**config.mk**
```make
export PLATFORM = sky130hd
export DESIGN_NAME = riscv_fetch
export DESIGN_NICKNAME = d
export VERILOG_FILES = /design/src/hw/rvf_pkg.sv /design/src/hw/fetch_addr_gen.sv /design/src/hw/parcel_queue.sv /design/src/hw/rvc_expander.sv /design/src/hw/fetch_output_stage.sv /design/src/hw/riscv_fetch.sv
export SDC_FILE = /design/constraint.sdc
export NUM_CORES = 1
export LEC_CHECK = 0
export BUFFER_PORTS_ARGS = -buffer_cell sky130_fd_sc_hd__buf_2
export CAP_MARGIN = 20
export CORE_MARGIN = 2
export CORE_UTILIZATION = 65
export DETAILED_ROUTE_END_ITERATION = 8
export PLACE_DENSITY = 0.87
export RECOVER_POWER = 50
export SKIP_CTS_REPAIR_TIMING = 1
export SLEW_MARGIN = 20
export SYNTH_ARGS = -nofsm -noshare
export SYNTH_HDL_FRONTEND = slang
export SYNTH_SLANG_ARGS = --single-unit
```
**constraint.sdc**
```tcl
create_clock -name clk_i -period 6.3 [get_ports clk_i]
set_clock_uncertainty 0.1 [all_clocks]
set_input_delay 0 -clock clk_i [delete_from_list [all_inputs] [get_ports clk_i]]
set_output_delay 0 -clock clk_i [all_outputs]
set_load 0.02 [all_outputs]
```
**src/hw/rvf_pkg.sv**
```systemverilog
// RV32 fetch unit shared definitions
// Widths, reset PC, opcode enums and the structs passed between the blocks
`default_nettype none

package rvf_pkg;

  //////////////////////////////
  // Sizes
  localparam int XLEN             = 32;
  localparam int PARCEL_W         = 16;
  localparam int PARCELS_PER_WORD = 2;
  localparam logic [XLEN-1:0] PC_INIT = 32'h200;
  localparam int QUEUE_DEPTH      = 8;                                 // In parcels
  localparam int REQ_THRESHOLD    = QUEUE_DEPTH - 2*PARCELS_PER_WORD;  // Room for two words
  localparam int LEVEL_W          = $clog2(QUEUE_DEPTH + 1);

  localparam logic [31:0] NOP_INSN = 32'h0000_0013;  // addi x0,x0,0
  localparam logic [31:0] WFI_INSN = 32'h1050_0073;

  //////////////////////////////
  // Opcodes
  // Compressed class is {quadrant, funct3}, quadrant 11 is never compressed
  typedef enum logic [4:0] {
    C_ADDI4SPN = 5'b00_000,
    C_LW       = 5'b00_010,
    C_SW       = 5'b00_110,
    C_ADDI     = 5'b01_000,  // Also C.NOP
    C_JAL      = 5'b01_001,
    C_LI       = 5'b01_010,
    C_J        = 5'b01_101,
    C_BEQZ     = 5'b01_110,
    C_BNEZ     = 5'b01_111,
    C_CR       = 5'b10_100,  // C.MV C.JR C.ADD C.JALR C.EBREAK
    C_OTHER    = 5'b11_111
  } rvc_op_e;

  typedef enum logic [6:0] {
    LOAD   = 7'b000_0011,
    OP_IMM = 7'b001_0011,
    STORE  = 7'b010_0011,
    OP     = 7'b011_0011,
    BRANCH = 7'b110_0011,
    JALR   = 7'b110_0111,
    JAL    = 7'b110_1111,
    SYSTEM = 7'b111_0011
  } rv_opcode_e;

  //////////////////////////////
  // Structs
  typedef struct packed {
    logic [XLEN-1:0] rdata;
    logic            error;  // Bus error on this word
    logic            valid;
  } imem_rsp_t;

  typedef struct packed {
    logic [1:0][PARCEL_W-1:0] parcel;  // [0] is the oldest
    logic [1:0]               valid;
    logic [1:0]               error;
  } parcel_pair_t;

  typedef struct packed {
    logic [XLEN-1:0] pc;
    logic [31:0]     instr;
    logic            compressed;
    logic            illegal;
    logic            access_fault;
  } fetch_insn_t;

endpackage

`default_nettype wire

```
**src/hw/fetch_addr_gen.sv**
```systemverilog
// Fetch address generator
// Sequential word requests, one in flight, redirect kill and drop-low tracking
`timescale 1ns/1ps
`default_nettype none

module fetch_addr_gen (
  input  logic                           clk_i,
  input  logic                           rst_ni,
  input  logic                           redirect_i,
  input  logic [rvf_pkg::XLEN-1:0]       redirect_pc_i,
  input  logic [rvf_pkg::LEVEL_W-1:0]    queue_level_i,
  input  logic                           imem_ack_i,
  input  rvf_pkg::imem_rsp_t             imem_rsp_i,
  output logic                           imem_req_o,
  output logic [rvf_pkg::XLEN-1:0]       imem_adr_o,
  output logic                           imem_flush_o,
  output logic                           wr_o,
  output rvf_pkg::imem_rsp_t             wr_word_o,
  output logic                           wr_drop_low_o
);

  logic outstanding_q;  // Transfer made last cycle
  logic kill_q;         // Its response belongs to the old path
  logic drop_q;         // Next written word starts at the high parcel
  logic xfer;

  assign xfer         = imem_req_o & imem_ack_i;
  assign imem_req_o   = (!outstanding_q || imem_rsp_i.valid) &&
                        (queue_level_i <= rvf_pkg::REQ_THRESHOLD);
  assign imem_flush_o = redirect_i;

  // Response filter
  assign wr_o          = imem_rsp_i.valid & ~kill_q & ~redirect_i;
  assign wr_word_o     = imem_rsp_i;
  assign wr_drop_low_o = drop_q;

  always_ff @(posedge clk_i or negedge rst_ni)
  begin
    if (!rst_ni)
    begin
      imem_adr_o    <= rvf_pkg::PC_INIT;
      outstanding_q <= 1'b0;
      kill_q        <= 1'b0;
      drop_q        <= 1'b0;
    end
    else
    begin
      outstanding_q <= xfer;
      kill_q        <= redirect_i & xfer;
      if (redirect_i)
      begin
        imem_adr_o <= {redirect_pc_i[rvf_pkg::XLEN-1:2], 2'b00};  // Word aligned
        drop_q     <= redirect_pc_i[1];
      end
      else
      begin
        if (xfer) imem_adr_o <= imem_adr_o + (rvf_pkg::XLEN / 8);
        if (wr_o) drop_q <= 1'b0;
      end
    end
  end

  // Memory answers only the cycle after a transfer
  assert property (@(posedge clk_i) disable iff (!rst_ni)
    imem_rsp_i.valid |-> outstanding_q);

endmodule

`default_nettype wire

```
**src/hw/parcel_queue.sv**
```systemverilog
// Parcel queue
// Shift buffer of 16-bit parcels with error bits, one word in and
// up to two parcels out per cycle
`timescale 1ns/1ps
`default_nettype none

module parcel_queue (
  input  logic                        clk_i,
  input  logic                        rst_ni,
  input  logic                        flush_i,
  input  logic                        wr_i,
  input  rvf_pkg::imem_rsp_t          wr_word_i,
  input  logic                        wr_drop_low_i,
  input  logic [1:0]                  rd_count_i,
  output rvf_pkg::parcel_pair_t       pair_o,
  output logic [rvf_pkg::LEVEL_W-1:0] level_o
);

  logic [rvf_pkg::QUEUE_DEPTH-1:0][rvf_pkg::PARCEL_W-1:0]      buf_q;
  logic [rvf_pkg::QUEUE_DEPTH-1:0][rvf_pkg::PARCEL_W-1:0]      buf_d;
  logic [rvf_pkg::QUEUE_DEPTH-1:0]                             err_q;
  logic [rvf_pkg::QUEUE_DEPTH-1:0]                             err_d;
  logic [rvf_pkg::PARCELS_PER_WORD-1:0][rvf_pkg::PARCEL_W-1:0] word_parcels;
  logic [rvf_pkg::LEVEL_W-1:0]                                 level_q;
  logic [rvf_pkg::LEVEL_W-1:0]                                 kept;   // Left after the read
  logic [1:0]                                                  wr_n;

  assign word_parcels = wr_word_i.rdata;
  assign wr_n = wr_i ? (wr_drop_low_i ? 2'd1 : 2'd2) : 2'd0;
  assign kept = level_q - {{(rvf_pkg::LEVEL_W-2){1'b0}}, rd_count_i};

  //////////////////////////////
  // Next buffer contents
  always_comb
  begin : next_buf
    int src;
    int pos;
    buf_d = buf_q;
    err_d = err_q;
    // Drop the consumed parcels off the bottom
    for (int i = 0; i < rvf_pkg::QUEUE_DEPTH; i++)
    begin
      src = i + int'(rd_count_i);
      if (src < rvf_pkg::QUEUE_DEPTH)
      begin
        buf_d[i] = buf_q[src];
        err_d[i] = err_q[src];
      end
    end
    // Append behind the remaining parcels
    pos = int'(kept);
    if (wr_i && pos < rvf_pkg::QUEUE_DEPTH)
    begin
      buf_d[pos] = wr_drop_low_i ? word_parcels[1] : word_parcels[0];
      err_d[pos] = wr_word_i.error;
    end
    if (wr_i && !wr_drop_low_i && pos + 1 < rvf_pkg::QUEUE_DEPTH)
    begin
      buf_d[pos+1] = word_parcels[1];
      err_d[pos+1] = wr_word_i.error;
    end
  end

  always_ff @(posedge clk_i)
  begin
    buf_q <= buf_d;
    err_q <= err_d;
  end

  always_ff @(posedge clk_i or negedge rst_ni)
  begin
    if (!rst_ni)
      level_q <= '0;
    else if (flush_i)
      level_q <= '0;  // Redirect empties the queue
    else
      level_q <= kept + {{(rvf_pkg::LEVEL_W-2){1'b0}}, wr_n};
  end

  //////////////////////////////
  // Outputs
  assign pair_o.parcel = buf_q[1:0];
  assign pair_o.valid  = {level_q >= 2, level_q != 0};
  assign pair_o.error  = err_q[1:0];
  assign level_o       = level_q;

  // Request throttle in the address generator keeps room for every word
  assert property (@(posedge clk_i) disable iff (!rst_ni)
    !flush_i |-> ({1'b0, kept} + wr_n) <= rvf_pkg::QUEUE_DEPTH);

  // Expander never takes parcels that are not there
  assert property (@(posedge clk_i) disable iff (!rst_ni)
    rd_count_i <= level_q);

endmodule

`default_nettype wire

```
**src/hw/rvc_expander.sv**
```systemverilog
// RVC expander
// Length decode, compressed-to-RV32 expansion, illegal check, WFI as NOP
`timescale 1ns/1ps
`default_nettype none

module rvc_expander (
  input  rvf_pkg::parcel_pair_t pair_i,
  input  logic                  stall_i,
  output logic [1:0]            rd_count_o,
  output rvf_pkg::fetch_insn_t  insn_o,
  output logic                  insn_ok_o
);

  logic [15:0]      c;
  logic             is16;
  rvf_pkg::rvc_op_e op;
  logic [31:0]      rvc_insn;
  logic             rvc_ill;
  logic [4:0]       rd, rs2, rs1p, low_p;
  logic [11:0]      imm_ci, imm_ciw, imm_cl;
  logic [19:0]      j_field;
  logic [6:0]       b_hi;
  logic [4:0]       b_lo;

  assign c    = pair_i.parcel[0];
  assign is16 = c[1:0] != 2'b11;

  // Whole instruction present
  assign insn_ok_o  = is16 ? pair_i.valid[0] : &pair_i.valid;
  assign rd_count_o = (insn_ok_o && !stall_i) ? (is16 ? 2'd1 : 2'd2) : 2'd0;

  //////////////////////////////
  // Field extraction
  assign rd      = c[11:7];
  assign rs2     = c[6:2];
  assign rs1p    = {2'b01, c[9:7]};
  assign low_p   = {2'b01, c[4:2]};  // rd' or rs2'
  assign imm_ci  = {{7{c[12]}}, c[6:2]};
  assign imm_ciw = {2'b00, c[10:7], c[12:11], c[5], c[6], 2'b00};
  assign imm_cl  = {5'b00000, c[5], c[12:10], c[6], 2'b00};
  assign j_field = {c[12], c[8], c[10:9], c[6], c[7], c[2], c[11], c[5:3], c[12], {8{c[12]}}};
  assign b_hi    = {c[12], c[12], c[12], c[12], c[6:5], c[2]};
  assign b_lo    = {c[11:10], c[4:3], c[12]};

  always_comb
  begin
    case ({c[1:0], c[15:13]})
      rvf_pkg::C_ADDI4SPN, rvf_pkg::C_LW, rvf_pkg::C_SW, rvf_pkg::C_ADDI,
      rvf_pkg::C_JAL, rvf_pkg::C_LI, rvf_pkg::C_J, rvf_pkg::C_BEQZ,
      rvf_pkg::C_BNEZ, rvf_pkg::C_CR: op = rvf_pkg::rvc_op_e'({c[1:0], c[15:13]});
      default:                        op = rvf_pkg::C_OTHER;
    endcase
  end

  //////////////////////////////
  // Expansion
  always_comb
  begin
    rvc_insn = {16'h0000, c};  // Illegal ones pass zero-extended
    rvc_ill  = 1'b0;
    case (op)
      rvf_pkg::C_ADDI4SPN:
        if (imm_ciw == 12'd0) rvc_ill = 1'b1;  // Covers the all-zero parcel
        else rvc_insn = {imm_ciw, 5'd2, 3'b000, low_p, rvf_pkg::OP_IMM};
      rvf_pkg::C_LW:   rvc_insn = {imm_cl, rs1p, 3'b010, low_p, rvf_pkg::LOAD};
      rvf_pkg::C_SW:   rvc_insn = {imm_cl[11:5], low_p, rs1p, 3'b010, imm_cl[4:0], rvf_pkg::STORE};
      rvf_pkg::C_ADDI: rvc_insn = {imm_ci, rd, 3'b000, rd, rvf_pkg::OP_IMM};
      rvf_pkg::C_LI:   rvc_insn = {imm_ci, 5'd0, 3'b000, rd, rvf_pkg::OP_IMM};
      rvf_pkg::C_JAL:  rvc_insn = {j_field, 5'd1, rvf_pkg::JAL};  // Link to x1
      rvf_pkg::C_J:    rvc_insn = {j_field, 5'd0, rvf_pkg::JAL};
      rvf_pkg::C_BEQZ: rvc_insn = {b_hi, 5'd0, rs1p, 3'b000, b_lo, rvf_pkg::BRANCH};
      rvf_pkg::C_BNEZ: rvc_insn = {b_hi, 5'd0, rs1p, 3'b001, b_lo, rvf_pkg::BRANCH};
      rvf_pkg::C_CR:
        if (rs2 != 5'd0)
          rvc_insn = {7'b0000000, rs2, c[12] ? rd : 5'd0, 3'b000, rd, rvf_pkg::OP};  // ADD or MV
        else if (rd != 5'd0)
          rvc_insn = {12'h000, rd, 3'b000, {4'b0000, c[12]}, rvf_pkg::JALR};  // JALR or JR
        else if (c[12])
          rvc_insn = {12'h001, 13'h0000, rvf_pkg::SYSTEM};  // EBREAK
        else
          rvc_ill = 1'b1;  // C.JR with x0 is reserved
      default: rvc_ill = 1'b1;
    endcase
  end

  always_comb
  begin
    insn_o              = '0;
    insn_o.compressed   = is16;
    insn_o.illegal      = is16 & rvc_ill;
    insn_o.access_fault = is16 ? pair_i.error[0] : |pair_i.error;
    if (is16)
      insn_o.instr = rvc_insn;
    else if (pair_i.parcel == rvf_pkg::WFI_INSN)
      insn_o.instr = rvf_pkg::NOP_INSN;  // WFI runs as NOP
    else
      insn_o.instr = pair_i.parcel;
  end

endmodule

`default_nettype wire

```
**src/hw/fetch_output_stage.sv**
```systemverilog
// Fetch output stage
// Tracks the instruction PC and registers the instruction towards decode
`timescale 1ns/1ps
`default_nettype none

module fetch_output_stage (
  input  logic                     clk_i,
  input  logic                     rst_ni,
  input  logic                     redirect_i,
  input  logic [rvf_pkg::XLEN-1:0] redirect_pc_i,
  input  logic                     stall_i,
  input  rvf_pkg::fetch_insn_t     insn_i,
  input  logic                     insn_ok_i,
  output rvf_pkg::fetch_insn_t     insn_o,
  output logic                     insn_valid_o
);

  logic [rvf_pkg::XLEN-1:0] pc_q;   // PC of the instruction at the queue head
  logic [rvf_pkg::XLEN-1:0] pc_inc;
  rvf_pkg::fetch_insn_t     stamped;
  logic                     take;

  assign take   = insn_ok_i & ~stall_i;
  // 2 for compressed, else 4
  assign pc_inc = {{(rvf_pkg::XLEN-3){1'b0}}, ~insn_i.compressed, insn_i.compressed, 1'b0};

  always_comb
  begin
    stamped    = insn_i;
    stamped.pc = pc_q;
  end

  always_ff @(posedge clk_i or negedge rst_ni)
  begin
    if (!rst_ni)
      pc_q <= rvf_pkg::PC_INIT;
    else if (redirect_i)
      pc_q <= {redirect_pc_i[rvf_pkg::XLEN-1:1], 1'b0};
    else if (take)
      pc_q <= pc_q + pc_inc;
  end

  always_ff @(posedge clk_i or negedge rst_ni)
  begin
    if (!rst_ni)
      insn_valid_o <= 1'b0;
    else if (redirect_i)
      insn_valid_o <= 1'b0;  // Old path is gone
    else if (!stall_i)
      insn_valid_o <= insn_ok_i;
  end

  always_ff @(posedge clk_i)
  begin
    if (!stall_i) insn_o <= stamped;
  end

  // Queue keeps offering an instruction that decode held back
  assert property (@(posedge clk_i) disable iff (!rst_ni)
    stall_i && insn_ok_i && !redirect_i |=> insn_ok_i && $stable(insn_i));

endmodule

`default_nettype wire

```
**src/hw/riscv_fetch.sv**
```systemverilog
// RV32 instruction fetch unit with RVC support
// Address generator, parcel queue, expander and output register
`timescale 1ns/1ps
`default_nettype none

module riscv_fetch (
  input  logic                     clk_i,
  input  logic                     rst_ni,
  output logic                     imem_req_o,
  output logic [rvf_pkg::XLEN-1:0] imem_adr_o,
  input  logic                     imem_ack_i,
  input  rvf_pkg::imem_rsp_t       imem_rsp_i,
  output logic                     imem_flush_o,
  input  logic                     redirect_i,
  input  logic [rvf_pkg::XLEN-1:0] redirect_pc_i,
  input  logic                     stall_i,
  output rvf_pkg::fetch_insn_t     insn_o,
  output logic                     insn_valid_o
);

  logic [rvf_pkg::LEVEL_W-1:0] queue_level;
  logic                        wr;
  rvf_pkg::imem_rsp_t          wr_word;
  logic                        wr_drop_low;
  rvf_pkg::parcel_pair_t       pair;
  logic [1:0]                  rd_count;
  rvf_pkg::fetch_insn_t        exp_insn;   // PC still zero here
  logic                        exp_ok;

  fetch_addr_gen u_addr_gen (
    .clk_i         (clk_i),
    .rst_ni        (rst_ni),
    .redirect_i    (redirect_i),
    .redirect_pc_i (redirect_pc_i),
    .queue_level_i (queue_level),
    .imem_ack_i    (imem_ack_i),
    .imem_rsp_i    (imem_rsp_i),
    .imem_req_o    (imem_req_o),
    .imem_adr_o    (imem_adr_o),
    .imem_flush_o  (imem_flush_o),
    .wr_o          (wr),
    .wr_word_o     (wr_word),
    .wr_drop_low_o (wr_drop_low)
  );

  parcel_queue u_queue (
    .clk_i         (clk_i),
    .rst_ni        (rst_ni),
    .flush_i       (imem_flush_o),
    .wr_i          (wr),
    .wr_word_i     (wr_word),
    .wr_drop_low_i (wr_drop_low),
    .rd_count_i    (rd_count),
    .pair_o        (pair),
    .level_o       (queue_level)
  );

  rvc_expander u_expander (
    .pair_i     (pair),
    .stall_i    (stall_i),
    .rd_count_o (rd_count),
    .insn_o     (exp_insn),
    .insn_ok_o  (exp_ok)
  );

  fetch_output_stage u_out (
    .clk_i         (clk_i),
    .rst_ni        (rst_ni),
    .redirect_i    (redirect_i),
    .redirect_pc_i (redirect_pc_i),
    .stall_i       (stall_i),
    .insn_i        (exp_insn),
    .insn_ok_i     (exp_ok),
    .insn_o        (insn_o),
    .insn_valid_o  (insn_valid_o)
  );

endmodule

`default_nettype wire

```
==> results.py <==
metrics = {
    "global_route": {
        "grt_max_degree": 70,
        "antenna_found_initial": 2,
        "grt_pass1_wl_um": 83300,
        "grt_pass1_vias": 15433,
        "grt_usage": 0.397,
        "grt-ovfl-total": 0,
    },
    "die": {
        "io_pins": 173,
        "rows": 58,
        "die_w_um": 164,
        "core-area_mm2": 0.0251,
        "die_area_mm2": 0.0268,
        "start_util": 0.660,
        "die_h_um": 164,
    },
    "timing": {
        "rsz0062_at_grt": "no",
        "tns_ns": 0,
        "worst_pin_slew_ns": 3.88,
        "whs_ns": 0.102,
        "relSlewSlack": -1.58,
        "finalCritPeriodShare": 0.965,
        "setup_ws_ns": 0.221,
        "period_minus_slack_ns": 6.08,
        "maxSlewViolCount": 174,
        "fmax_mhz": 165,
        "hold_violations": 0,
        "setup_viol": 0,
    },
    "synthesis": {
        "ys_warn_count": 0,
        "ys_seq_elements": 271,
        "synthCells": 1755,
        "synth-seq-area-share": 0.388,
        "syn_avg_cell_area_um2": 9.45,
        "ys_async_sr_fraction": 0.255,
        "yosysMostFrequentCell": "nand2_1",
        "synth_commonest_cells": "nand2_1 (192), mux2i_1 (160), dfxtp_1 (136)",
        "netlist_area_mm2": 0.0166,
        "synth_top_area_frac": 0.164,
        "synthFlopType": "dfxtp_1",
        "ys_types": 88,
        "yosys.area.top_type": "dfxtp_1",
        "synth_edf_count": 66,
        "ys_top_cells_by_area": "dfxtp_1 (16%), edfxtp_1 (12%), dfrtp_1 (10%)",
    },
    "worst_setup_path": {
        "reg2reg_from": "u_queue.pair_o[5]",
        "r2r-end": "u_queue.buf_q[90]",
        "worstSetupPathType": "flop to flop",
        "crit_start": "u_queue.pair_o[5]",
        "crit_required_ns": 6.71,
        "worstSetupStartpointType": "flop",
        "endpoint": "u_queue.buf_q[90]",
        "critPathArrivalTime_ns": 6.49,
        "reg2reg_slack_ns": 0.22,
        "worstPathMaxFanout": 47,
        "crit_slowest_cell": "clkinv_1",
        "r2r_cells": 12,
        "cp_common_cell": "buf_4",
        "critical_path_buf_inv_count": 4,
        "cp_num_cells": 12,
        "cpPeakStageDelay_ns": 0.84,
        "cp_top_family": "buffers and inverters",
        "path_cells": "and2_1 > buf_4 > nor3_4 > buf_4 > ha_1 > clkinv_1 > nand3_1 > nor2_1 > o21a_1 > a2111oi_0 > a221o_1 > dlygate4sd3_1",
        "critPathCaptureType": "flop",
    },
    "hold_path": {
        "min_path_type": "input port to flop",
        "holdPathStages": 3,
    },
    "clock_network": {
        "clkTransAtPathRegs_ns": 0.07,
        "clkSinkCount": 271,
        "cts_max_path_buffers": 3,
        "cts_buffers": 30,
        "clk_latency_ns": 0.58,
        "htree_levels": 1,
        "cts_tree": "done",
        "cts-root-buf": "clkbuf_16",
    },
    "drt": {
        "drtIter0Drc": 2750,
        "wire_per_inst_um": 25.5,
        "num_vias": 16590,
        "via_per_inst": 7.27,
        "drt_wl_total_um": 58200,
        "drc": 0,
        "ant_nets": 0,
        "first_pass_iters": 8,
    },
    "placement": {
        "dp_hpwl_um": 34600,
        "port_buffers": 168,
        "gp_congestion": 0.983,
        "dp_slack_ns": 1.10,
        "place_inst": 2146,
    },
    "final_layout": {
        "multiInputGateArea_mm2": 0.00938,
        "n_antenna_cell": 0,
        "area_growth_pct": 15.7,
        "stdcell_count": 2283,
        "drive_gt1_frac": 0.142,
        "fin_nets": 2015,
        "fill_cells": 1664,
        "seq_area_mm2": 0.00643,
    },
    "flow_run": {
        "drv_cap": 3,
    },
    "pwr": {
        "max-vdd-ir-drop_uv": 341,
        "power.leakage_uw": 0.00788,
        "powerDensity_mw_per_mm2": 560,
    },
    "status": {
        "status": "finished with violations",
        "violations": "capacitance limit, slew limit",
    },
}
## registers in the layout, indices dropped and copies added (netlist names)
register	count
u_addr_gen.imem_adr_o	30
u_queue.pair_o	32
u_out.pc_q	31
u_out.insn_o	66
u_addr_gen.kill_q	1
u_queue.err_q	8
u_out.insn_valid_o	1
u_addr_gen.wr_drop_low_o	1
u_queue.buf_q	96
u_addr_gen.outstanding_q	1
u_queue.level_o	4
## worst min path at each step
stage,slack (ns),end,startpoint
final,0.10,u_addr_gen.imem_adr_o[4],redirect_pc_i[4]
after global placement,0.12,u_addr_gen.imem_adr_o[4],redirect_pc_i[4]
after global routing,0.12,u_addr_gen.imem_adr_o[4],redirect_pc_i[4]
after detailed placement,0.13,u_addr_gen.imem_adr_o[4],redirect_pc_i[4]
after floorplan,-0.40,u_addr_gen.imem_adr_o[10],rst_ni
after CTS,-0.46,u_addr_gen.imem_adr_o[4],redirect_pc_i[4]
## layout by cell type, fill, tap and decap left out, types with 13 or more instances in the layout
cell type,Yosys,final
nand2_1,192,192
mux2i_1,160,160
dfxtp_1,136,136
nor2_1,131,129
clkbuf_1,79,104
dlygate4sd3_1,0,80
o21ai_0,78,78
a21oi_1,78,77
mux2_2,75,75
buf_2,29,69
dfrtp_1,67,67
edfxtp_1,66,66
nand3_1,41,41
xnor2_1,38,38
and3_1,34,34
nor3_1,31,30
a221o_1,30,30
clkbuf_16,0,30
buf_4,15,30
inv_1,29,29
a22oi_1,26,26
xor2_1,23,23
nand4_1,20,20
a31oi_1,20,20
a22o_1,19,19
mux4_2,18,18
nor4_1,18,17
a222oi_1,16,16
a2bb2oi_1,16,16
nand2b_1,15,15
and2_1,13,13
o21a_1,13,13
## power breakdown
group	switching, µW	internal [µW]
Combinational	3190	2350
Sequential	762	2540
Clock	764	1120
Total	4720	6020
## per-stage QoR
step           cell area, µm²   util  power (µW)
3_5_place_dp            17400  0.695        8380
6_report                19200  0.764       10700
4_1_cts                 18500  0.737       10300
2_1_floorplan           16600      -        7030
5_1_grt                 19200  0.764       11200
3_3_place_gp            17400  0.695        8150
## routing by layer
metal	up-vias	GRT usage	routed length, µm
li1	6884	-	-
met1	7763	0.496	20200
met4	0	0.219	4020
met2	1545	0.622	26000
met3	398	0.111	8030
met5	-	0	0
## cell type report
cell class	count	area share
clock buffer	36	0.0424
clock inverter	20	0.0127
inverter	35	0.00691
multi-input combinational	1309	0.489
sequential	271	0.335
tap	330	0.0215
timing repair buffer	282	0.0922
## worst min-delay path, cell delays in order
cell and delay [ns]:
dlygate4sd3_1 0.54, buf_2 0.12, o21a_1 0.10
## kinds of logic (layout without fill, tap and decap cells)
| logic type | after synthesis | in the layout | synth area share |
|---|---|---|---|
| buf+inv | 177 | 373 | 0.0484 |
| simple gates | 553 | 553 | 0.163 |
| xor+xnor | 62 | 62 | 0.0336 |
| compound gates | 421 | 421 | 0.181 |
| mux | 255 | 255 | 0.173 |
| fa+ha+maj | 15 | 15 | 0.0122 |
| flops | 271 | 271 | 0.388 |
| other cells | 1 | 3 | 0.000226 |
No activity file was read; power rests on OpenSTA's default activity.
